File: src/axi_sram_params.svh
`ifndef AXI_SRAM_PARAMS_SVH
`define AXI_SRAM_PARAMS_SVH

// AXI field widths
`define AXI_ADDR_BITS 32
`define AXI_DATA_BITS 32
`define AXI_STRB_BITS 4
`define AXI_ID_BITS   8
`define AXI_LEN_BITS  4
`define AXI_SIZE_BITS 3

// sram geometry, word index width
`define SRAM_WORD_ADDR_BITS 14
`define SRAM_DEPTH          (1 << `SRAM_WORD_ADDR_BITS)

// byte address bits covered by the bank, 64 KiB
`define SRAM_BYTE_ADDR_BITS (`SRAM_WORD_ADDR_BITS + 2)

// largest legal size code, 4 bytes per beat
`define AXI_MAX_SIZE 2

`endif
File: src/axi_sram_pkg.sv
`include "axi_sram_params.svh"

package axi_sram_pkg;

    typedef logic [`AXI_ADDR_BITS-1:0]       addr_t;
    typedef logic [`AXI_DATA_BITS-1:0]       data_t;
    typedef logic [`AXI_STRB_BITS-1:0]       strb_t;
    typedef logic [`AXI_ID_BITS-1:0]         id_t;
    typedef logic [`AXI_LEN_BITS-1:0]        len_t;
    typedef logic [`AXI_SIZE_BITS-1:0]       size_t;
    typedef logic [`SRAM_WORD_ADDR_BITS-1:0] word_addr_t;

    typedef enum logic [1:0] {
        BURST_FIXED = 2'b00,
        BURST_INCR  = 2'b01
    } burst_t;

    typedef enum logic [1:0] {
        RESP_OKAY   = 2'b00,
        RESP_SLVERR = 2'b10,
        RESP_DECERR = 2'b11
    } resp_t;

    typedef enum logic [1:0] {
        WR_IDLE = 2'b00,
        WR_DATA = 2'b01,
        WR_RESP = 2'b10
    } wr_state_t;

    typedef enum logic [1:0] {
        RD_IDLE  = 2'b00,
        RD_FETCH = 2'b01,
        RD_HOLD  = 2'b10
    } rd_state_t;

    // error class of a burst, judged once at the address phase
    function automatic resp_t burst_resp(addr_t addr, size_t size);
        if (size > size_t'(`AXI_MAX_SIZE))
            return RESP_SLVERR;
        else if (addr >= (addr_t'(1) << `SRAM_BYTE_ADDR_BITS))
            return RESP_DECERR;
        else
            return RESP_OKAY;
    endfunction

endpackage

File: src/axi_write_engine.sv
`include "axi_sram_params.svh"

module axi_write_engine (
    input  logic                    ACLK,
    input  logic                    ARESETn,
    input  axi_sram_pkg::id_t       awid,
    input  axi_sram_pkg::addr_t     awaddr,
    input  axi_sram_pkg::len_t      awlen,
    input  axi_sram_pkg::size_t     awsize,
    input  axi_sram_pkg::burst_t    awburst,
    input  logic                    awvalid,
    output logic                    awready,
    input  axi_sram_pkg::data_t     wdata,
    input  axi_sram_pkg::strb_t     wstrb,
    input  logic                    wlast,
    input  logic                    wvalid,
    output logic                    wready,
    output axi_sram_pkg::id_t       bid,
    output axi_sram_pkg::resp_t     bresp,
    output logic                    bvalid,
    input  logic                    bready,
    output logic                    wr_en,
    output axi_sram_pkg::word_addr_t wr_word_addr,
    output axi_sram_pkg::data_t     wr_data,
    output axi_sram_pkg::strb_t     wr_strb
);
    import axi_sram_pkg::*;

    wr_state_t state, state_nxt;
    len_t      beats_left;   // address steps still allowed
    id_t       aw_id;
    addr_t     cur_addr;
    size_t     aw_size;
    burst_t    aw_burst;
    resp_t     aw_resp;

    logic aw_fire;
    logic w_fire;

    assign aw_fire = awvalid && awready;
    assign w_fire  = wvalid && wready;

    assign awready = (state == WR_IDLE);
    assign wready  = (state == WR_DATA);
    assign bvalid  = (state == WR_RESP);
    assign bid     = aw_id;
    assign bresp   = aw_resp;

    // data sits in its lane already, strobes pass straight through
    assign wr_en        = w_fire && (aw_resp == RESP_OKAY);
    assign wr_word_addr = cur_addr[`SRAM_WORD_ADDR_BITS+1:2];  // wraps modulo bank size
    assign wr_data      = wdata;
    assign wr_strb      = wstrb;

    always_comb begin
        state_nxt = state;
        unique case (state)
            WR_IDLE: if (aw_fire) state_nxt = WR_DATA;
            WR_DATA: if (w_fire && wlast) state_nxt = WR_RESP;  // wlast closes the burst
            WR_RESP: if (bready) state_nxt = WR_IDLE;
            default: state_nxt = WR_IDLE;
        endcase
    end

    always_ff @(posedge ACLK or negedge ARESETn) begin
        if (!ARESETn) begin
            state      <= WR_IDLE;
            beats_left <= '0;
        end else begin
            state <= state_nxt;
            if (aw_fire)
                beats_left <= awlen;
            else if (w_fire && beats_left != '0)
                beats_left <= beats_left - len_t'(1);
        end
    end

    always_ff @(posedge ACLK) begin
        if (aw_fire) begin
            aw_id    <= awid;
            cur_addr <= awaddr;
            aw_size  <= awsize;
            aw_burst <= awburst;
            aw_resp  <= burst_resp(awaddr, awsize);
        end else if (w_fire && aw_burst == BURST_INCR && beats_left != '0) begin
            cur_addr <= cur_addr + (addr_t'(1) << aw_size);  // fixed bursts keep the address
        end
    end

    // response is held with its payload until the master takes it
    a_b_hold: assert property (@(posedge ACLK) disable iff (!ARESETn)
        bvalid && !bready |=> bvalid && $stable(bid) && $stable(bresp));

endmodule

File: config.mk
export PLATFORM = sky130hd
export DESIGN_NAME = axi_write_engine
export DESIGN_NICKNAME = d
export VERILOG_FILES = /design/src/axi_sram_pkg.sv /design/src/axi_write_engine.sv
export VERILOG_INCLUDE_DIRS = /design/src /design/src/src
export SDC_FILE = /design/constraint.sdc
export NUM_CORES = 1
export LEC_CHECK = 0
export BUFFER_PORTS_ARGS = -buffer_cell sky130_fd_sc_hd__buf_2
export CORE_MARGIN = 2
export CORE_UTILIZATION = 43
export DETAILED_ROUTE_END_ITERATION = 8
export GPL_TIMING_DRIVEN = 0
export MAX_ROUTING_LAYER = met4
export PLACE_DENSITY = 0.93
export SETUP_SLACK_MARGIN = 0.1
export SLEW_MARGIN = 10
export SYNTH_ARGS = -nofsm -noshare
export SYNTH_HDL_FRONTEND = slang
export SYNTH_SLANG_ARGS = --single-unit
File: constraint.sdc
create_clock -name ACLK -period 3 [get_ports ACLK]
set_input_delay 0.3 -clock ACLK [delete_from_list [all_inputs] [get_ports ACLK]]
set_output_delay 0.3 -clock ACLK [all_outputs]
set_load 0.03 [all_outputs]
==> impl_metrics.ini <==
[synthesis]
yosysWarnings = 0
synth_area_leader_cell = edfxtp_1
synth_area_per_cell_um2 = 10.1
yosys-top-cells-area = edfxtp_1, buf_4, dfrtp_1
synth_area_um2 = 2370
synth-main-ff-cell = edfxtp_1
async_reset_ff_frac = 0.162
netlist.area_leader.share = 0.392
ys_seq_area_frac = 0.456
syn_nets = 335
synthCells = 234
ys_seq_elements = 37
synth.distinct_cells = 43
synth-edff-count = 31

[layout]
drive_above_1_share = 0.515
fin_area_um2 = 3180
nets = 461
area_growth_pct = 34.2
fillCellCount = 465
fin_cells = 433
antenna_cells = 0
utilization = 0.589

[sta]
tns_ns = 0
hold_viol_final = 0
fin_ws_ns = 0.376
period_share = 0.875
worstMarginPinSlew_ns = 0.729
fin_skew_ns = 0.00683
finalMaxSlewViolations = 0
period_needed_ns = 2.62
rsz0062_at_grt = false
maxSlewHeadroom = 0.513
max_freq_mhz = 381
setup_viol = 0

[cts]
clock-sinks = 37
cts_hold_buf = 1
clk_pin_slew_worst_paths_ns = 0.08
clock_path_buffers = 2
cts_resized = 0
clk_latency_ns = 0.29
cts-root-buf = clkbuf_8
cts_max_level = 2
post_cts_buffers = 0
cts_buffers = 5
cts_tree = yes

[placement]
place_ws_ns = 0.380
routabilityCongestion = 0.798
io_buffers = 118
place_area_um2 = 3050
hpwl_um = 4630
dp.cells = 424

[route]
vias_per_cell = 4.78
drtAntennaViolNets = 0
vias = 2069
drtIter0Drc = 167
dr.pass1.iters = 4
avgRoutedWirePerCell_um = 13.1
drc = 0
wirelength_um = 5680

[worst_setup_path]
crit_fanout = 8
arrival_ns = 2.65
cp.required_ns = 3.02
worstSetupPathType = flip-flop to flip-flop
end_kind = flip-flop
reg2reg_slack_ns = 0.38
critPathLaunchType = flip-flop

[run]
drv_cap = 0

[floorplan]
start_util = 0.439
die_width_um = 78.3
core_um2 = 5410
die_h_um = 78.3
die_area_um2 = 6130
io_pins = 155
rows = 27

[power]
max-vdd-ir-drop_mv = 0.469
power_density_nw_per_um2 = 817
p_leak_nw = 1.52

[global_route]
antenna_found_initial = 0
grtUsageTotal = 0.186
grt_max_degree = 25
grt_pass1_wl_um = 8690
overflow = 0
grt_pass1_vias = 1962

[hold_path]
hold_class = primary input to flip-flop

[outcome]
status = completed
==> kinds of logic (layout without fill, tap and decap cells) <==
logic type | after synthesis | in the layout | synth area share
AOI/OAI and AO/OA | 41 | 41 | 0.110
xor gates and xnor gates | 15 | 15 | 0.0554
adders and majority gates | 10 | 10 | 0.0559
buffers and inverters | 57 | 184 | 0.170
DFF | 37 | 37 | 0.456
and+or+nand+nor | 74 | 74 | 0.152
==> cell usage after synthesis (all sizes together), types with 3 or more instances <==
cell type,instances
nor2,14
a21oi,12
a21o,4
xor2,9
nand2,31
edfxtp,31
inv,4
xnor2,6
buf,52
ha,9
nor3,4
dfrtp,6
nor4,4
nand4,3
nor3b,3
o21ai,16
==> cell type report <==
cell class | instances | area [um2] | area share
Tap cell | 72 | 90.1 | 0.0283
Clock inverter | 2 | 37.5 | 0.0118
Inverter | 4 | 15.0 | 0.00472
Multi-Input combinational cell | 140 | 887 | 0.279
Clock buffer | 6 | 82.6 | 0.0259
Timing Repair Buffer | 119 | 601 | 0.189
Sequential cell | 37 | 1080 | 0.340
Buffer | 53 | 389 | 0.122
==> worst max-delay path: stages (launching register included) <==
cell and delay, ns:
edfxtp_1 0.47, nor3_1 0.09, ha_1 0.21, fa_1 0.45
a211oi_1 0.50, nor3_2 0.10, o22ai_2 0.22, nor2_1 0.09
xnor2_1 0.15, a21oi_1 0.08
==> registers in the layout (all words and copies together), names as in the netlist <==
| signal | count |
|---|---|
| bid | 8 |
| beats_left | 4 |
| aw_size | 3 |
| cur_addr | 16 |
| state | 2 |
| bresp | 2 |
| aw_burst | 2 |
==> layout by cell type (no fill, tap or decap), types with 2 or more instances in the layout <==
master	Yosys	final
a21o_1	4	4
and2_1	2	2
a21oi_1	9	9
nor2b_1	2	2
o21ai_1	3	3
clkbuf_8	0	6
inv_1	3	3
buf_2	2	120
nor3_1	3	3
xnor2_1	6	6
xor2_1	9	9
nor2_1	14	14
edfxtp_1	31	31
nand2b_1	2	2
nand2_1	31	31
nor3b_1	3	3
ha_1	9	9
a211oi_1	2	2
nand3_1	2	2
a21oi_2	3	3
dfrtp_1	6	6
buf_4	50	50
nand4_1	3	3
o21ai_0	12	12
nor4_1	4	4
==> report_power, final <==
part	total [mW]	switching, mW	leakage (nW)	internal, mW
clock	0.452	0.182	0.0574	0.270
sequential	0.920	0.128	0.361	0.791
combinational	1.23	0.756	1.10	0.471
==> routing by layer <==
layer	wire [um]	part of all wire	up-vias	global-route usage
li1	-	-	1022	-
met1	2030	0.36	950	0.205
met2	3200	0.56	93	0.345
met3	419	0.074	4	0.0368
met4	32	0.0056	0	0.0421
met5	0	0	-	-
==> worst paths after layout <==
path / from / endpoint / cells past startpoint
worst min-delay path: awid[5] / bid[5]$_DFFE_PP_ / 1
max in group asynchronous: ARESETn / beats_left[2]$_DFFE_PN0P_ / 2
worst min register to register: beats_left[3]$_DFFE_PN0P_ / beats_left[3]$_DFFE_PN0P_ / 2
worst max-delay path: aw_size[1]$_DFFE_PP_ / cur_addr[10]$_DFFE_PP_ / 9
min in group asynchronous: ARESETn / state[1]$_DFFE_PN0P_ / 2
worst max register to register: aw_size[1]$_DFFE_PP_ / cur_addr[10]$_DFFE_PP_ / 9
==> stage by stage <==
stage	hold WS (ns)	power, mW
4_1_cts	0.180	2.61
5_1_grt	0.176	2.76
6_report	0.180	2.60
3_5_place_dp	0.133	2.16
2_1_floorplan	0.00441	1.82
3_3_place_gp	0.128	2.10
Note: power is estimated with default switching activity, not from simulation.
