==> config.mk <==
export PLATFORM = sky130hd
export DESIGN_NAME = axi_read_engine
export DESIGN_NICKNAME = d
export VERILOG_FILES = /design/src/axi_sram_pkg.sv /design/src/axi_read_engine.sv
export VERILOG_INCLUDE_DIRS = /design/src /design/src/src
export SDC_FILE = /design/constraint.sdc
export NUM_CORES = 1
export LEC_CHECK = 0
export ABC_AREA = 1
export BUFFER_PORTS_ARGS = -buffer_cell sky130_fd_sc_hd__clkbuf_2
export CAP_MARGIN = 20
export CORE_ASPECT_RATIO = 1.75
export CORE_MARGIN = 3
export CORE_UTILIZATION = 40
export CTS_BUF_LIST = sky130_fd_sc_hd__clkbuf_8 sky130_fd_sc_hd__clkbuf_16
export DETAILED_ROUTE_END_ITERATION = 8
export PLACE_DENSITY = 0.79
export SLEW_MARGIN = 20
export SYNTH_ARGS = -nofsm -noshare
export SYNTH_HDL_FRONTEND = slang
export SYNTH_SLANG_ARGS = --single-unit
export TNS_END_PERCENT = 50
==> constraint.sdc <==
create_clock -name ACLK -period 6.5 [get_ports ACLK]
set_input_delay 1.3 -clock ACLK [delete_from_list [all_inputs] [get_ports ACLK]]
set_output_delay 1.3 -clock ACLK [all_outputs]
set_load 0.01 [all_outputs]
==> src/axi_sram_params.svh <==
`ifndef AXI_SRAM_PARAMS_SVH
`define AXI_SRAM_PARAMS_SVH

// AXI field widths
`define AXI_ADDR_BITS 32
`define AXI_DATA_BITS 32
`define AXI_STRB_BITS 4
`define AXI_ID_BITS   8
`define AXI_LEN_BITS  4
`define AXI_SIZE_BITS 3

// sram geometry, word index width
`define SRAM_WORD_ADDR_BITS 14
`define SRAM_DEPTH          (1 << `SRAM_WORD_ADDR_BITS)

// byte address bits covered by the bank, 64 KiB
`define SRAM_BYTE_ADDR_BITS (`SRAM_WORD_ADDR_BITS + 2)

// largest legal size code, 4 bytes per beat
`define AXI_MAX_SIZE 2

`endif
==> src/axi_sram_pkg.sv <==
`include "axi_sram_params.svh"

package axi_sram_pkg;

    typedef logic [`AXI_ADDR_BITS-1:0]       addr_t;
    typedef logic [`AXI_DATA_BITS-1:0]       data_t;
    typedef logic [`AXI_STRB_BITS-1:0]       strb_t;
    typedef logic [`AXI_ID_BITS-1:0]         id_t;
    typedef logic [`AXI_LEN_BITS-1:0]        len_t;
    typedef logic [`AXI_SIZE_BITS-1:0]       size_t;
    typedef logic [`SRAM_WORD_ADDR_BITS-1:0] word_addr_t;

    typedef enum logic [1:0] {
        BURST_FIXED = 2'b00,
        BURST_INCR  = 2'b01
    } burst_t;

    typedef enum logic [1:0] {
        RESP_OKAY   = 2'b00,
        RESP_SLVERR = 2'b10,
        RESP_DECERR = 2'b11
    } resp_t;

    typedef enum logic [1:0] {
        WR_IDLE = 2'b00,
        WR_DATA = 2'b01,
        WR_RESP = 2'b10
    } wr_state_t;

    typedef enum logic [1:0] {
        RD_IDLE  = 2'b00,
        RD_FETCH = 2'b01,
        RD_HOLD  = 2'b10
    } rd_state_t;

    // error class of a burst, judged once at the address phase
    function automatic resp_t burst_resp(addr_t addr, size_t size);
        if (size > size_t'(`AXI_MAX_SIZE))
            return RESP_SLVERR;
        else if (addr >= (addr_t'(1) << `SRAM_BYTE_ADDR_BITS))
            return RESP_DECERR;
        else
            return RESP_OKAY;
    endfunction

endpackage

==> src/axi_read_engine.sv <==
`include "axi_sram_params.svh"

module axi_read_engine (
    input  logic                     ACLK,
    input  logic                     ARESETn,
    input  axi_sram_pkg::id_t        arid,
    input  axi_sram_pkg::addr_t      araddr,
    input  axi_sram_pkg::len_t       arlen,
    input  axi_sram_pkg::size_t      arsize,
    input  axi_sram_pkg::burst_t     arburst,
    input  logic                     arvalid,
    output logic                     arready,
    output axi_sram_pkg::id_t        rid,
    output axi_sram_pkg::data_t      rdata,
    output axi_sram_pkg::resp_t      rresp,
    output logic                     rlast,
    output logic                     rvalid,
    input  logic                     rready,
    output logic                     rd_req,
    output axi_sram_pkg::word_addr_t rd_word_addr,
    input  logic                     rd_grant,
    input  axi_sram_pkg::data_t      rd_data
);
    import axi_sram_pkg::*;

    rd_state_t state, state_nxt;
    len_t      beat_cnt;   // beats already handed over
    id_t       ar_id;
    addr_t     cur_addr;
    len_t      ar_len;
    size_t     ar_size;
    burst_t    ar_burst;
    resp_t     ar_resp;

    logic ar_fire;
    logic r_fire;

    assign ar_fire = arvalid && arready;
    assign r_fire  = rvalid && rready;

    assign arready = (state == RD_IDLE);
    assign rd_req  = (state == RD_FETCH);
    assign rvalid  = (state == RD_HOLD);

    assign rd_word_addr = cur_addr[`SRAM_WORD_ADDR_BITS+1:2];
    assign rid          = ar_id;
    assign rresp        = ar_resp;
    assign rdata        = (ar_resp == RESP_OKAY) ? rd_data : '0;  // error beats carry zero
    assign rlast        = rvalid && (beat_cnt == ar_len);

    always_comb begin
        state_nxt = state;
        unique case (state)
            RD_IDLE: begin
                if (ar_fire) begin
                    // error bursts never go near the bank
                    if (burst_resp(araddr, arsize) == RESP_OKAY)
                        state_nxt = RD_FETCH;
                    else
                        state_nxt = RD_HOLD;
                end
            end
            RD_FETCH: if (rd_grant) state_nxt = RD_HOLD;  // data lands next cycle
            RD_HOLD: begin
                if (r_fire) begin
                    if (rlast)
                        state_nxt = RD_IDLE;
                    else if (ar_resp == RESP_OKAY)
                        state_nxt = RD_FETCH;
                end
            end
            default: state_nxt = RD_IDLE;
        endcase
    end

    always_ff @(posedge ACLK or negedge ARESETn) begin
        if (!ARESETn) begin
            state    <= RD_IDLE;
            beat_cnt <= '0;
        end else begin
            state <= state_nxt;
            if (ar_fire)
                beat_cnt <= '0;
            else if (r_fire)
                beat_cnt <= beat_cnt + len_t'(1);
        end
    end

    always_ff @(posedge ACLK) begin
        if (ar_fire) begin
            ar_id    <= arid;
            cur_addr <= araddr;
            ar_len   <= arlen;
            ar_size  <= arsize;
            ar_burst <= arburst;
            ar_resp  <= burst_resp(araddr, arsize);
        end else if (r_fire && ar_burst == BURST_INCR) begin
            cur_addr <= cur_addr + (addr_t'(1) << ar_size);
        end
    end

    // bank must keep its word while the master stalls
    a_r_hold: assert property (@(posedge ACLK) disable iff (!ARESETn)
        rvalid && !rready |=> rvalid && $stable(rdata) && $stable(rlast));

endmodule

==> flow_metrics.env <==
export IMPL_clock_sinks=41
export IMPL_cts_tree="yes"
export IMPL_coreArea_mm2=0.006907
export IMPL_relSlewSlack=0.3359
export IMPL_synth_edf_count=35
export IMPL_final_hold_violation_count=0
export IMPL_endpoint_kind="primary output"
export IMPL_num_rows=40
export IMPL_hpwl_um=6179
export IMPL_antenna_cells=0
export IMPL_start_util=0.4168
export IMPL_synth_area_top_cells="edfxtp_1 (37%), nand2_1 (13%), inv_1 (8.9%), nor2_1 (7.6%), dfrtp_1 (5.2%)"
export IMPL_cts_buffers_inserted=5
export IMPL_cts_hold_buffers_added=0
export IMPL_drive_gt1_frac=0.3314
export IMPL_min_period_ps=3003
export IMPL_clkTransAtPathRegs_ps=50
export IMPL_grt_use_total=0.1779
export IMPL_worstPathRequired_ps=5200
export IMPL_wl_per_cell_um=12.49
export IMPL_syn_nets=484
export IMPL_yosys_warnings=0
export IMPL_clk_latency_ps=280
export IMPL_ys_async_sr_fraction=0.1463
export IMPL_crit_top_cell="clkbuf_2"
export IMPL_peakVddDrop_v=0.0001499
export IMPL_maxCapViolations=0
export IMPL_worst_clock_skew_ps=8.099
export IMPL_rsz0062_at_grt="false"
export IMPL_globalRouteMet3Util=0.01872
export IMPL_use_met2=0.3359
export IMPL_leakage_nw=2.072
export IMPL_synth_largest_area_cell="edfxtp_1"
export IMPL_finalSetupTns_ps=0
export IMPL_root_buffer="clkbuf_16"
export IMPL_synth_common_cells="nand2_1 (103), inv_1 (68), nor2_1 (58)"
export IMPL_path_class="in -> out"
export IMPL_setup_viol=0
export IMPL_post_place_cells=596
export IMPL_cts_htree_levels=2
export IMPL_drc_errors=0
export IMPL_nets=615
export IMPL_die_h_um=118.2
export IMPL_fp_dieW_um=70.13
export IMPL_worstMarginPinSlew_ps=996.1
export IMPL_critPathSlowestCell="clkbuf_2"
export IMPL_grt_overflow_total=0
export IMPL_synth_seq_cells=41
export IMPL_fill_cells=660
export IMPL_path_cells="clkbuf_2, inv_1, nor2_1, clkbuf_2"
export IMPL_arrival_ps=1700
export IMPL_synthCells=388
export IMPL_fin_crit_sh=0.4620
export IMPL_power_total_mw=1.158
export IMPL_fmax_ghz=0.3330
export IMPL_drtIter0Drc=136
export IMPL_finish_instance_area_mm2=0.003705
export IMPL_post_place_ws_ps=3502
export IMPL_first_global_vias=2746
export IMPL_port_buffers=145
export IMPL_worst_path_max_fanout=1
export IMPL_synth_top_cell_area_share=0.3651
export IMPL_crit_path_start_kind="input pin"
export IMPL_gp_congestion=0.8554
export IMPL_detailed_place_area_mm2=0.003572
export IMPL_grt_busiest_layer="met2"
export IMPL_ys_flop_type="edfxtp_1"
export IMPL_grt_max_degree=41
export IMPL_post_route_util=0.5364
export IMPL_die_area_mm2=0.008291
export IMPL_ioPinCount=146
export IMPL_antenna_left=0
export IMPL_cts_resized=0
export IMPL_finalHoldWorstSlack_ps=581.5
export IMPL_via_per_inst=4.738
export IMPL_hp_class="reg -> reg"
export IMPL_layout_cells_non_filler=603
export IMPL_vias=2857
export IMPL_totalWireLength_um=7530
export IMPL_ys_seq_area_frac=0.4172
export IMPL_powerDensity_mw_per_mm2=312.5
export IMPL_dr_pass1_iters=6
export IMPL_avgSynthCellArea_um2=7.420
export IMPL_status="complete, no violations"
export IMPL_grt_use_met1=0.1985
export IMPL_layout_setup_ws_ps=3497
export IMPL_grt_pass1_wl_um=12030
export IMPL_post_cts_buffers=0
export IMPL_syn2layout_area_growth_pct=28.68
export IMPL_clockBufferDepth=2
export IMPL_antenna_found_initial=0
export IMPL_cpPeakStageDelay_ps=160
export IMPL_netlist_area_mm2=0.002879
export IMPL_finalMaxSlewViolations=0
export IMPL_synth_most_common_cell="nand2_1"
export IMPL_synth_distinct_cells=37
==> layout make-up <==
| class | instances | area, µm² | area share |
|---|---|---|---|
| timing repair buffer | 145 | 725.7 | 0.1959 |
| clock inverter | 2 | 7.507 | 0.002026 |
| sequential | 41 | 1201 | 0.3242 |
| clock buffer | 5 | 125.1 | 0.03377 |
| multi-input combinational | 254 | 1265 | 0.3414 |
| tap | 84 | 105.1 | 0.02837 |
| inverter | 72 | 275.3 | 0.07430 |
==> per-layer routing <==
| metal | up-vias | wire length (µm) | share of wire |
|---|---|---|---|
| met3 | 14 | 377 | 0.050 |
| met5 | - | 0 | 0 |
| met2 | 98 | 4145 | 0.55 |
| met4 | 0 | 188 | 0.025 |
| li1 | 1453 | - | - |
| met1 | 1292 | 2819 | 0.37 |
==> power by group <==
group | internal (mW) | leakage (nW) | switching (mW)
Sequential | 0.387 | 0.399 | 0.0583
Combinational | 0.181 | 1.61 | 0.306
Clock | 0.137 | 0.0685 | 0.0893
Total | 0.704 | 2.07 | 0.453
==> path summary, 6_finish.rpt <==
kind / from / endpoint / slack [ps] / cells after the start
setup / recovery: rd_data[25] / rdata[25] / 3500 / 4
hold / removal: beat_cnt[3]$_DFFE_PN0P_ / beat_cnt[3]$_DFFE_PN0P_ / 580 / 2
setup reg to reg: state[1]$_DFFE_PN0P_ / cur_addr[15]$_DFFE_PP_ / 4370 / 5
hold reg to reg: beat_cnt[3]$_DFFE_PN0P_ / beat_cnt[3]$_DFFE_PN0P_ / 580 / 2
max in group asynchronous: ARESETn / beat_cnt[0]$_DFFE_PN0P_ / 5500 / 1
min in group asynchronous: ARESETn / beat_cnt[3]$_DFFE_PN0P_ / 840 / 1
==> placed cells by master, fill, tap and decap left out, types with 2 or more instances in the layout <==
cell       instances
nor2_1            58
o21ai_0            4
ha_1               9
edfxtp_1          35
nand2_2            5
o21ai_1            6
nor3_2             2
clkbuf_2         145
nand3b_1           5
or2_1              4
inv_2              2
inv_4              2
a21oi_1            7
inv_1             69
xnor2_1            2
nand3_1           23
nand4_1            2
and2_1             2
dfrtp_1            6
nor3_1             8
nor2_2             3
clkbuf_16          5
nand2_1          103
==> flip-flops by register name, indices dropped and copies added (netlist names) <==
register  cells
state         2
rid           8
beat_cnt      4
ar_burst      2
ar_len        4
rresp         2
ar_size       3
cur_addr     16
==> kinds of logic after synthesis <==
logic type / after synthesis / share of synthesized area
xor gates and xnor gates: 2 / 0.006085
DFF: 41 / 0.4172
and+or+nand+nor: 221 / 0.3420
AOI/OAI and AO/OA: 21 / 0.04042
buffers and inverters: 93 / 0.1482
adders and majority gates: 10 / 0.04607
==> critical path, delay by kind of cell <==
family | cells | cell delay, ps
AND/OR/NAND/NOR | 1 | 90
buffers and inverters | 3 | 310
Note: power is estimated with default switching activity, not from simulation.
